===== src/lsu_pkg.sv =====
/*
 * LSU shared definitions
 * Widths, SRAM sizing, load type codes, and the packed request
 * and AXI4-Lite channel payloads used across the memory stage.
 */
package lsu_pkg;

  localparam int XLEN       = 32;
  localparam int STRB_W     = XLEN / 8;
  localparam int SRAM_WORDS = 1024;
  localparam int SRAM_WAIT  = 2;       // ready hold-off after a valid is seen

  // load types use the funct3 encoding
  localparam logic [2:0] LD_B  = 3'd0;
  localparam logic [2:0] LD_H  = 3'd1;
  localparam logic [2:0] LD_W  = 3'd2;
  localparam logic [2:0] LD_BU = 3'd4;
  localparam logic [2:0] LD_HU = 3'd5;

  typedef logic [1:0] axi_resp_t;

  localparam axi_resp_t RESP_OKAY = 2'b00;

  typedef struct packed {
    logic              ren;
    logic              wen;
    logic [XLEN-1:0]   addr;
    logic [XLEN-1:0]   wdata;
    logic [STRB_W-1:0] wmask;
    logic [2:0]        read_t;
  } lsu_req_t;

  typedef struct packed {
    logic [XLEN-1:0]   data;
    logic [STRB_W-1:0] strb;
  } axi_w_t;

  typedef struct packed {
    logic [XLEN-1:0] data;
    axi_resp_t       resp;
  } axi_r_t;

endpackage


===== src/lsu_load_format.sv =====
/*
 * Load result formatter
 * Moves the addressed byte of the returned word down to bit 0,
 * then sign or zero extends a byte or halfword per the load type.
 */
`timescale 1ns/1ps

module lsu_load_format (
  input  logic [1:0]               i_offset,
  input  logic [2:0]               i_read_t,
  input  logic [lsu_pkg::XLEN-1:0] i_word,
  output logic [lsu_pkg::XLEN-1:0] o_rdata
);

  logic [lsu_pkg::XLEN-1:0] shifted;

  assign shifted = i_word >> {i_offset, 3'b000};  // zeros fill the top

  always_comb begin
    case (i_read_t)
      lsu_pkg::LD_B: begin
        o_rdata = {{(lsu_pkg::XLEN-8){shifted[7]}}, shifted[7:0]};
      end
      lsu_pkg::LD_H: begin
        o_rdata = {{(lsu_pkg::XLEN-16){shifted[15]}}, shifted[15:0]};
      end
      lsu_pkg::LD_W: begin
        o_rdata = shifted;
      end
      lsu_pkg::LD_BU: begin
        o_rdata = {{(lsu_pkg::XLEN-8){1'b0}}, shifted[7:0]};
      end
      lsu_pkg::LD_HU: begin
        o_rdata = {{(lsu_pkg::XLEN-16){1'b0}}, shifted[15:0]};
      end
      default: begin
        o_rdata = shifted;  // unknown code passes through
      end
    endcase
  end

endmodule


===== src/lsu_store_align.sv =====
/*
 * Store lane alignment
 * Rotates store data left by the byte offset and moves the byte
 * mask into the same lanes. Mask bits pushed past lane 3 are lost.
 */
`timescale 1ns/1ps

module lsu_store_align (
  input  logic [1:0]                 i_offset,
  input  logic [lsu_pkg::XLEN-1:0]   i_wdata,
  input  logic [lsu_pkg::STRB_W-1:0] i_wmask,
  output lsu_pkg::axi_w_t            o_w
);

  always_comb begin
    case (i_offset)
      2'd0: begin
        o_w.data = i_wdata;
      end
      2'd1: begin
        o_w.data = {i_wdata[23:0], i_wdata[31:24]};
      end
      2'd2: begin
        o_w.data = {i_wdata[15:0], i_wdata[31:16]};
      end
      default: begin
        o_w.data = {i_wdata[7:0], i_wdata[31:8]};
      end
    endcase
    o_w.strb = i_wmask << i_offset;  // overflow lanes drop off
  end

endmodule


===== src/lsu.sv =====
/*
 * Load/store unit
 * Takes one request per i_valid strobe while idle, issues it as an
 * AXI4-Lite read or write, and pulses o_valid when it completes.
 * Requests with no memory access complete on the next cycle.
 */
`timescale 1ns/1ps

module lsu (
  input  logic                     i_clock,
  input  logic                     i_reset,
  input  logic                     i_valid,
  input  lsu_pkg::lsu_req_t        i_req,
  output logic                     o_valid,
  output logic [lsu_pkg::XLEN-1:0] o_rdata,
  output logic                     o_arvalid,
  output logic [lsu_pkg::XLEN-1:0] o_araddr,
  input  logic                     i_arready,
  input  logic                     i_rvalid,
  input  lsu_pkg::axi_r_t          i_r,
  output logic                     o_rready,
  output logic                     o_awvalid,
  output logic [lsu_pkg::XLEN-1:0] o_awaddr,
  input  logic                     i_awready,
  output logic                     o_wvalid,
  output lsu_pkg::axi_w_t          o_w,
  input  logic                     i_wready,
  input  logic                     i_bvalid,
  input  lsu_pkg::axi_resp_t       i_bresp,
  output logic                     o_bready
);

  lsu_pkg::lsu_req_t        req_q;
  logic                     busy;
  logic                     accept;
  logic                     done;
  logic [lsu_pkg::XLEN-1:0] load_data;
  logic [lsu_pkg::XLEN-1:0] rdata_q;

  assign accept = i_valid && !busy;  // strobes while busy are dropped
  assign done   = busy && ((req_q.ren && i_rvalid) || (req_q.wen && i_bvalid));

  always_ff @(posedge i_clock) begin
    if (accept) begin
      req_q <= i_req;
    end
  end

  always_ff @(posedge i_clock) begin
    if (i_reset) begin
      busy    <= 1'b0;
      o_valid <= 1'b0;
    end else begin
      if (accept && (i_req.ren || i_req.wen)) begin
        busy <= 1'b1;
      end else if (done) begin
        busy <= 1'b0;
      end
      o_valid <= done || (accept && !i_req.ren && !i_req.wen);
    end
  end

  // a request with both enables runs as a load
  always_ff @(posedge i_clock) begin
    if (i_reset) begin
      o_arvalid <= 1'b0;
      o_awvalid <= 1'b0;
      o_wvalid  <= 1'b0;
    end else begin
      if (accept && i_req.ren) begin
        o_arvalid <= 1'b1;
      end else if (o_arvalid && i_arready) begin
        o_arvalid <= 1'b0;
      end

      if (accept && i_req.wen && !i_req.ren) begin
        o_awvalid <= 1'b1;
      end else if (o_awvalid && i_awready) begin
        o_awvalid <= 1'b0;
      end

      if (accept && i_req.wen && !i_req.ren) begin
        o_wvalid <= 1'b1;
      end else if (o_wvalid && i_wready) begin
        o_wvalid <= 1'b0;
      end
    end
  end

  always_ff @(posedge i_clock) begin
    if (done) begin
      if (req_q.ren) begin
        rdata_q <= (i_r.resp == lsu_pkg::RESP_OKAY) ? load_data : '0;
      end else begin
        rdata_q <= {{(lsu_pkg::XLEN-2){1'b0}}, i_bresp};  // store returns its status
      end
    end
  end

  assign o_rdata  = rdata_q;
  assign o_araddr = req_q.addr;
  assign o_awaddr = req_q.addr;
  assign o_rready = 1'b1;
  assign o_bready = 1'b1;

  lsu_store_align u_store_align (
    .i_offset (req_q.addr[1:0]),
    .i_wdata  (req_q.wdata),
    .i_wmask  (req_q.wmask),
    .o_w      (o_w)
  );

  lsu_load_format u_load_format (
    .i_offset (req_q.addr[1:0]),
    .i_read_t (req_q.read_t),
    .i_word   (i_r.data),
    .o_rdata  (load_data)
  );

endmodule


===== config.mk =====
export PLATFORM = sky130hd
export DESIGN_NAME = lsu
export DESIGN_NICKNAME = d
export VERILOG_FILES = /design/src/lsu_pkg.sv /design/src/lsu_load_format.sv /design/src/lsu_store_align.sv /design/src/lsu.sv
export SDC_FILE = /design/constraint.sdc
export NUM_CORES = 1
export LEC_CHECK = 0
export ABC_CLOCK_PERIOD_IN_PS = 5820
export BUFFER_PORTS_ARGS = -buffer_cell sky130_fd_sc_hd__buf_2
export CORE_MARGIN = 5
export CORE_UTILIZATION = 35
export CTS_CLUSTER_SIZE = 20
export DETAILED_ROUTE_END_ITERATION = 12
export GPL_TIMING_DRIVEN = 0
export PLACE_DENSITY = 0.72
export SYNTH_ARGS = -nofsm -noshare
export SYNTH_HDL_FRONTEND = slang
export SYNTH_SLANG_ARGS = --single-unit

===== constraint.sdc =====
create_clock -name i_clock -period 5.82 [get_ports i_clock]
set_clock_uncertainty 0.2 [all_clocks]
set_input_delay 1.164 -clock i_clock [delete_from_list [all_inputs] [get_ports i_clock]]
set_output_delay 1.164 -clock i_clock [all_outputs]
set_load 0.03 [all_outputs]

==> impl_metrics.csv <==
group,metric,value,unit
hold_path,hold_end,"o_wvalid",
route,vias_per_cell,4.800,
synthesis,syn-instance-count,349,
final_layout,stdcell_area,7422,um^2
worst_setup_path,criticalPathCategory,"reg -> out",
final_layout,final_layout_size_suffix_gt1_frac,0.6597,
clock_network,cts.repair.resized,0,
clock_network,cts_tree,"done",
clock_network,clock_transition_at_path_regs,80,ps
route,vias_after_detailed_routing,4013,
clock_network,cts-htree-levels,3,
sta,worst_pin_slew,940.7,ps
synthesis,post_synth.cell_area_avg,15.86,um^2
sta,rsz0062_at_grt,"no",
final_layout,final.fill_count,1373,
placement,cell_area_reported_after_detailed_placement,7124,um^2
sta,post-route-min-period,4082,ps
clock_network,cts-root-to-sink-buffers,2,
global_route,wire_length_of_the_first_global_routing_pass,23630,um
route,drt-pass1-iter-count,4,
synthesis,synthMostInstantiatedCell,"edfxtp_1",
synthesis,yosys.area.top_type_share,0.5697,
final_layout,finalCoreUtilization,0.4724,
final_layout,final_cell_count_no_fill,836,
placement,placed_cells,820,
floorplanning,die_area,18430,um^2
floorplanning,floorplan.rows,46,
placement,dp_hpwl,12360,um
power_and_ir_drop,ir_worst_vdd,0.1799,mV
power_and_ir_drop,p_leak,3.087,nW
clock_network,number_of_hold_repair_buffers_added_at_the_cts_stage,0,
final_layout,finish.net_count,732,
worst_setup_path,critPathCaptureType,"primary output",
floorplanning,ioPinCount,255,
worst_setup_path,worst_r2r_start,"o_araddr[1]",
synthesis,post_synth_num_cell_types,32,
power_and_ir_drop,power.density_cell_area,273.9,nW/um^2
floorplanning,initial_utilization,0.3522,
floorplanning,core_region_area,15710,um^2
final_layout,layout.area.seq,3253,um^2
run,max_cap_viol_count,0,
sta,setup_viol,0,
clock_network,cts_num_sinks,110,
floorplanning,die_height,135.7,um
synthesis,ys_async_sr_fraction,0,
sta,totalNegativeSetupSlack,0,ps
global_route,grt_start_max_net_pins,37,
synthesis,yosys_warnings,0,
worst_setup_path,crit_path_start_kind,"flop",
final_layout,multiInputGateArea,1643,um^2
synthesis,synth.cells.most_frequent,"105 x edfxtp_1, 66 x buf_4, 34 x mux4_2, 14 x mux2i_1",
sta,hold_viol,0,
worst_setup_path,timing.critical_path.arrival,2720,ps
route,wirelength,15710,um
sta,slew_headroom,0.3716,
clock_network,numCtsBuffers,9,
clock_network,clk_root_buffer_cell,"clkbuf_16",
route,drc_errors,0,
route,drt_iter0_drc,211,
route,wl_per_cell,18.79,um
placement,port_buffer_count,252,
global_route,antenna_found_initial,0,
synthesis,synth-seq-cells,110,
final_layout,area_growth_syn_to_layout,34.12,%
worst_setup_path,worst-r2r-setup-slack,3280,ps
global_route,track_usage,0.1680,
worst_setup_path,critical_path_required,4460,ps
synthesis,synth.cell_area,5534,um^2
synthesis,share_of_synthesized_area_occupied_by_flip_flops_and_latches,0.5878,
clock_network,post_cts_setup_buffer_count,0,
hold_path,worst_hold_path_type,"reg -> reg",
synthesis,synthFlopType,"edfxtp_1",
sta,post-route-period-util,0.7014,
placement,gp_congestion,0.7913,
run_status,result_of_the_run,"complete, no violations",
power_and_ir_drop,totalPowerFinal,2.033,mW
worst_setup_path,rr_endpoint,"o_rdata[13]",
synthesis,synth_top_cell_by_area,"edfxtp_1",
floorplanning,die_width,135.7,um
synthesis,synth.top_cells.by_area,"edfxtp_1 57%, mux4_2 14%, buf_4 9.0%",
clock_network,insertion_delay,340,ps
worst_setup_path,crit_path_max_fanout,10,
sta,fin_max_slew_vios,0,
route,number_of_routed_nets_with_antenna_violations,0,
global_route,sum_of_overflow_across_all_layers_after_global_routing,0,
hold_path,hold_path_depth,2,
final_layout,antenna_cells,0,
hold_path,min_from,"o_wvalid",
sta,clock.fmax,245.0,MHz
worst_setup_path,rr_worst_depth,4,
global_route,number_of_global_route_vias_before_repair,4345,
synthesis,post_synth_edffs,105,
final cells by class:
class / count / share of cell area
buffer: 87 / 0.08243
clock buffer: 9 / 0.03034
clock inverter: 7 / 0.009777
inverter: 12 / 0.006069
multi-input combinational: 141 / 0.2213
sequential: 110 / 0.4383
tap: 216 / 0.03641
timing repair buffer: 254 / 0.1753
cells in the final DEF (no fill, tap or decap), types with 3 or more instances in the layout:
cell type	synthesis	layout
nor2b_1	11	9
inv_1	12	12
nand3b_1	4	4
o22ai_1	7	7
clkbuf_1	4	4
mux2i_1	14	14
buf_2	12	264
mux2_2	9	9
nor2_1	3	3
buf_6	3	3
a211oi_1	11	11
dfxtp_1	5	5
a221oi_1	7	7
buf_4	66	66
mux4_2	34	34
nand2b_1	3	3
edfxtp_1	105	105
nor3_1	8	8
a21oi_1	5	5
o22ai_2	11	11
clkbuf_16	0	9
routing by layer:
layer / routed length [um] / share of wire / vias to the layer above / global-route usage
met5: 0 / 0 / - / 0
met4: 351 / 0.022 / 0 / 0.06327
met3: 1344 / 0.086 / 27 / 0.04718
met2: 7932 / 0.50 / 211 / 0.2862
met1: 6082 / 0.39 / 1944 / 0.2031
li1: - / - / 1831 / -
state kept, by name, indices dropped and copies added (netlist names):
name	count
busy	1
o_araddr	32
o_arvalid	1
o_awvalid	1
o_rdata	32
o_valid	1
o_wvalid	1
req_q	41
critical path, cell delays in order, from the launching register on:
cell and delay, ps:
edfxtp_1 460, buf_2 320, buf_2 360, buf_1 610, mux4_2 420, buf_2 200
kinds of logic (layout without fill, tap and decap cells):
logic type,after synthesis,after routing,synth area share
compound gates,47,47,0.07167
simple gates,35,35,0.03911
other cells,1,2,0.0006776
mux,57,57,0.1820
flops,110,110,0.5878
buf+inv,99,369,0.1187
power by group:
part / switching [mW] / total (mW) / internal, mW
sequential: 0.0289 / 0.950 / 0.921
combinational: 0.280 / 0.462 / 0.182
clock: 0.286 / 0.622 / 0.336
worst max-delay path by stage:
stage | from | endpoint | slack, ps | cells past startpoint
after floorplan | i_valid | busy | 440 | 3
after global placement | i_valid | busy | -1240 | 4
after detailed placement | o_araddr[1] | o_w[5] | 2060 | 5
after CTS | o_araddr[1] | o_w[5] | 1640 | 5
after global routing | o_araddr[1] | o_w[33] | 1520 | 5
final | o_araddr[1] | o_w[33] | 1740 | 5
per-stage QoR:
stage                     hold slack [ps]  setup WS [ps]
after floorplan                     234.6          439.4
after global placement              250.3          -1237
after detailed placement            284.4           2063
after CTS                           295.1           1640
after global routing                316.1           1521
final                               298.8           1738
Power figures use the tool's default switching activity.
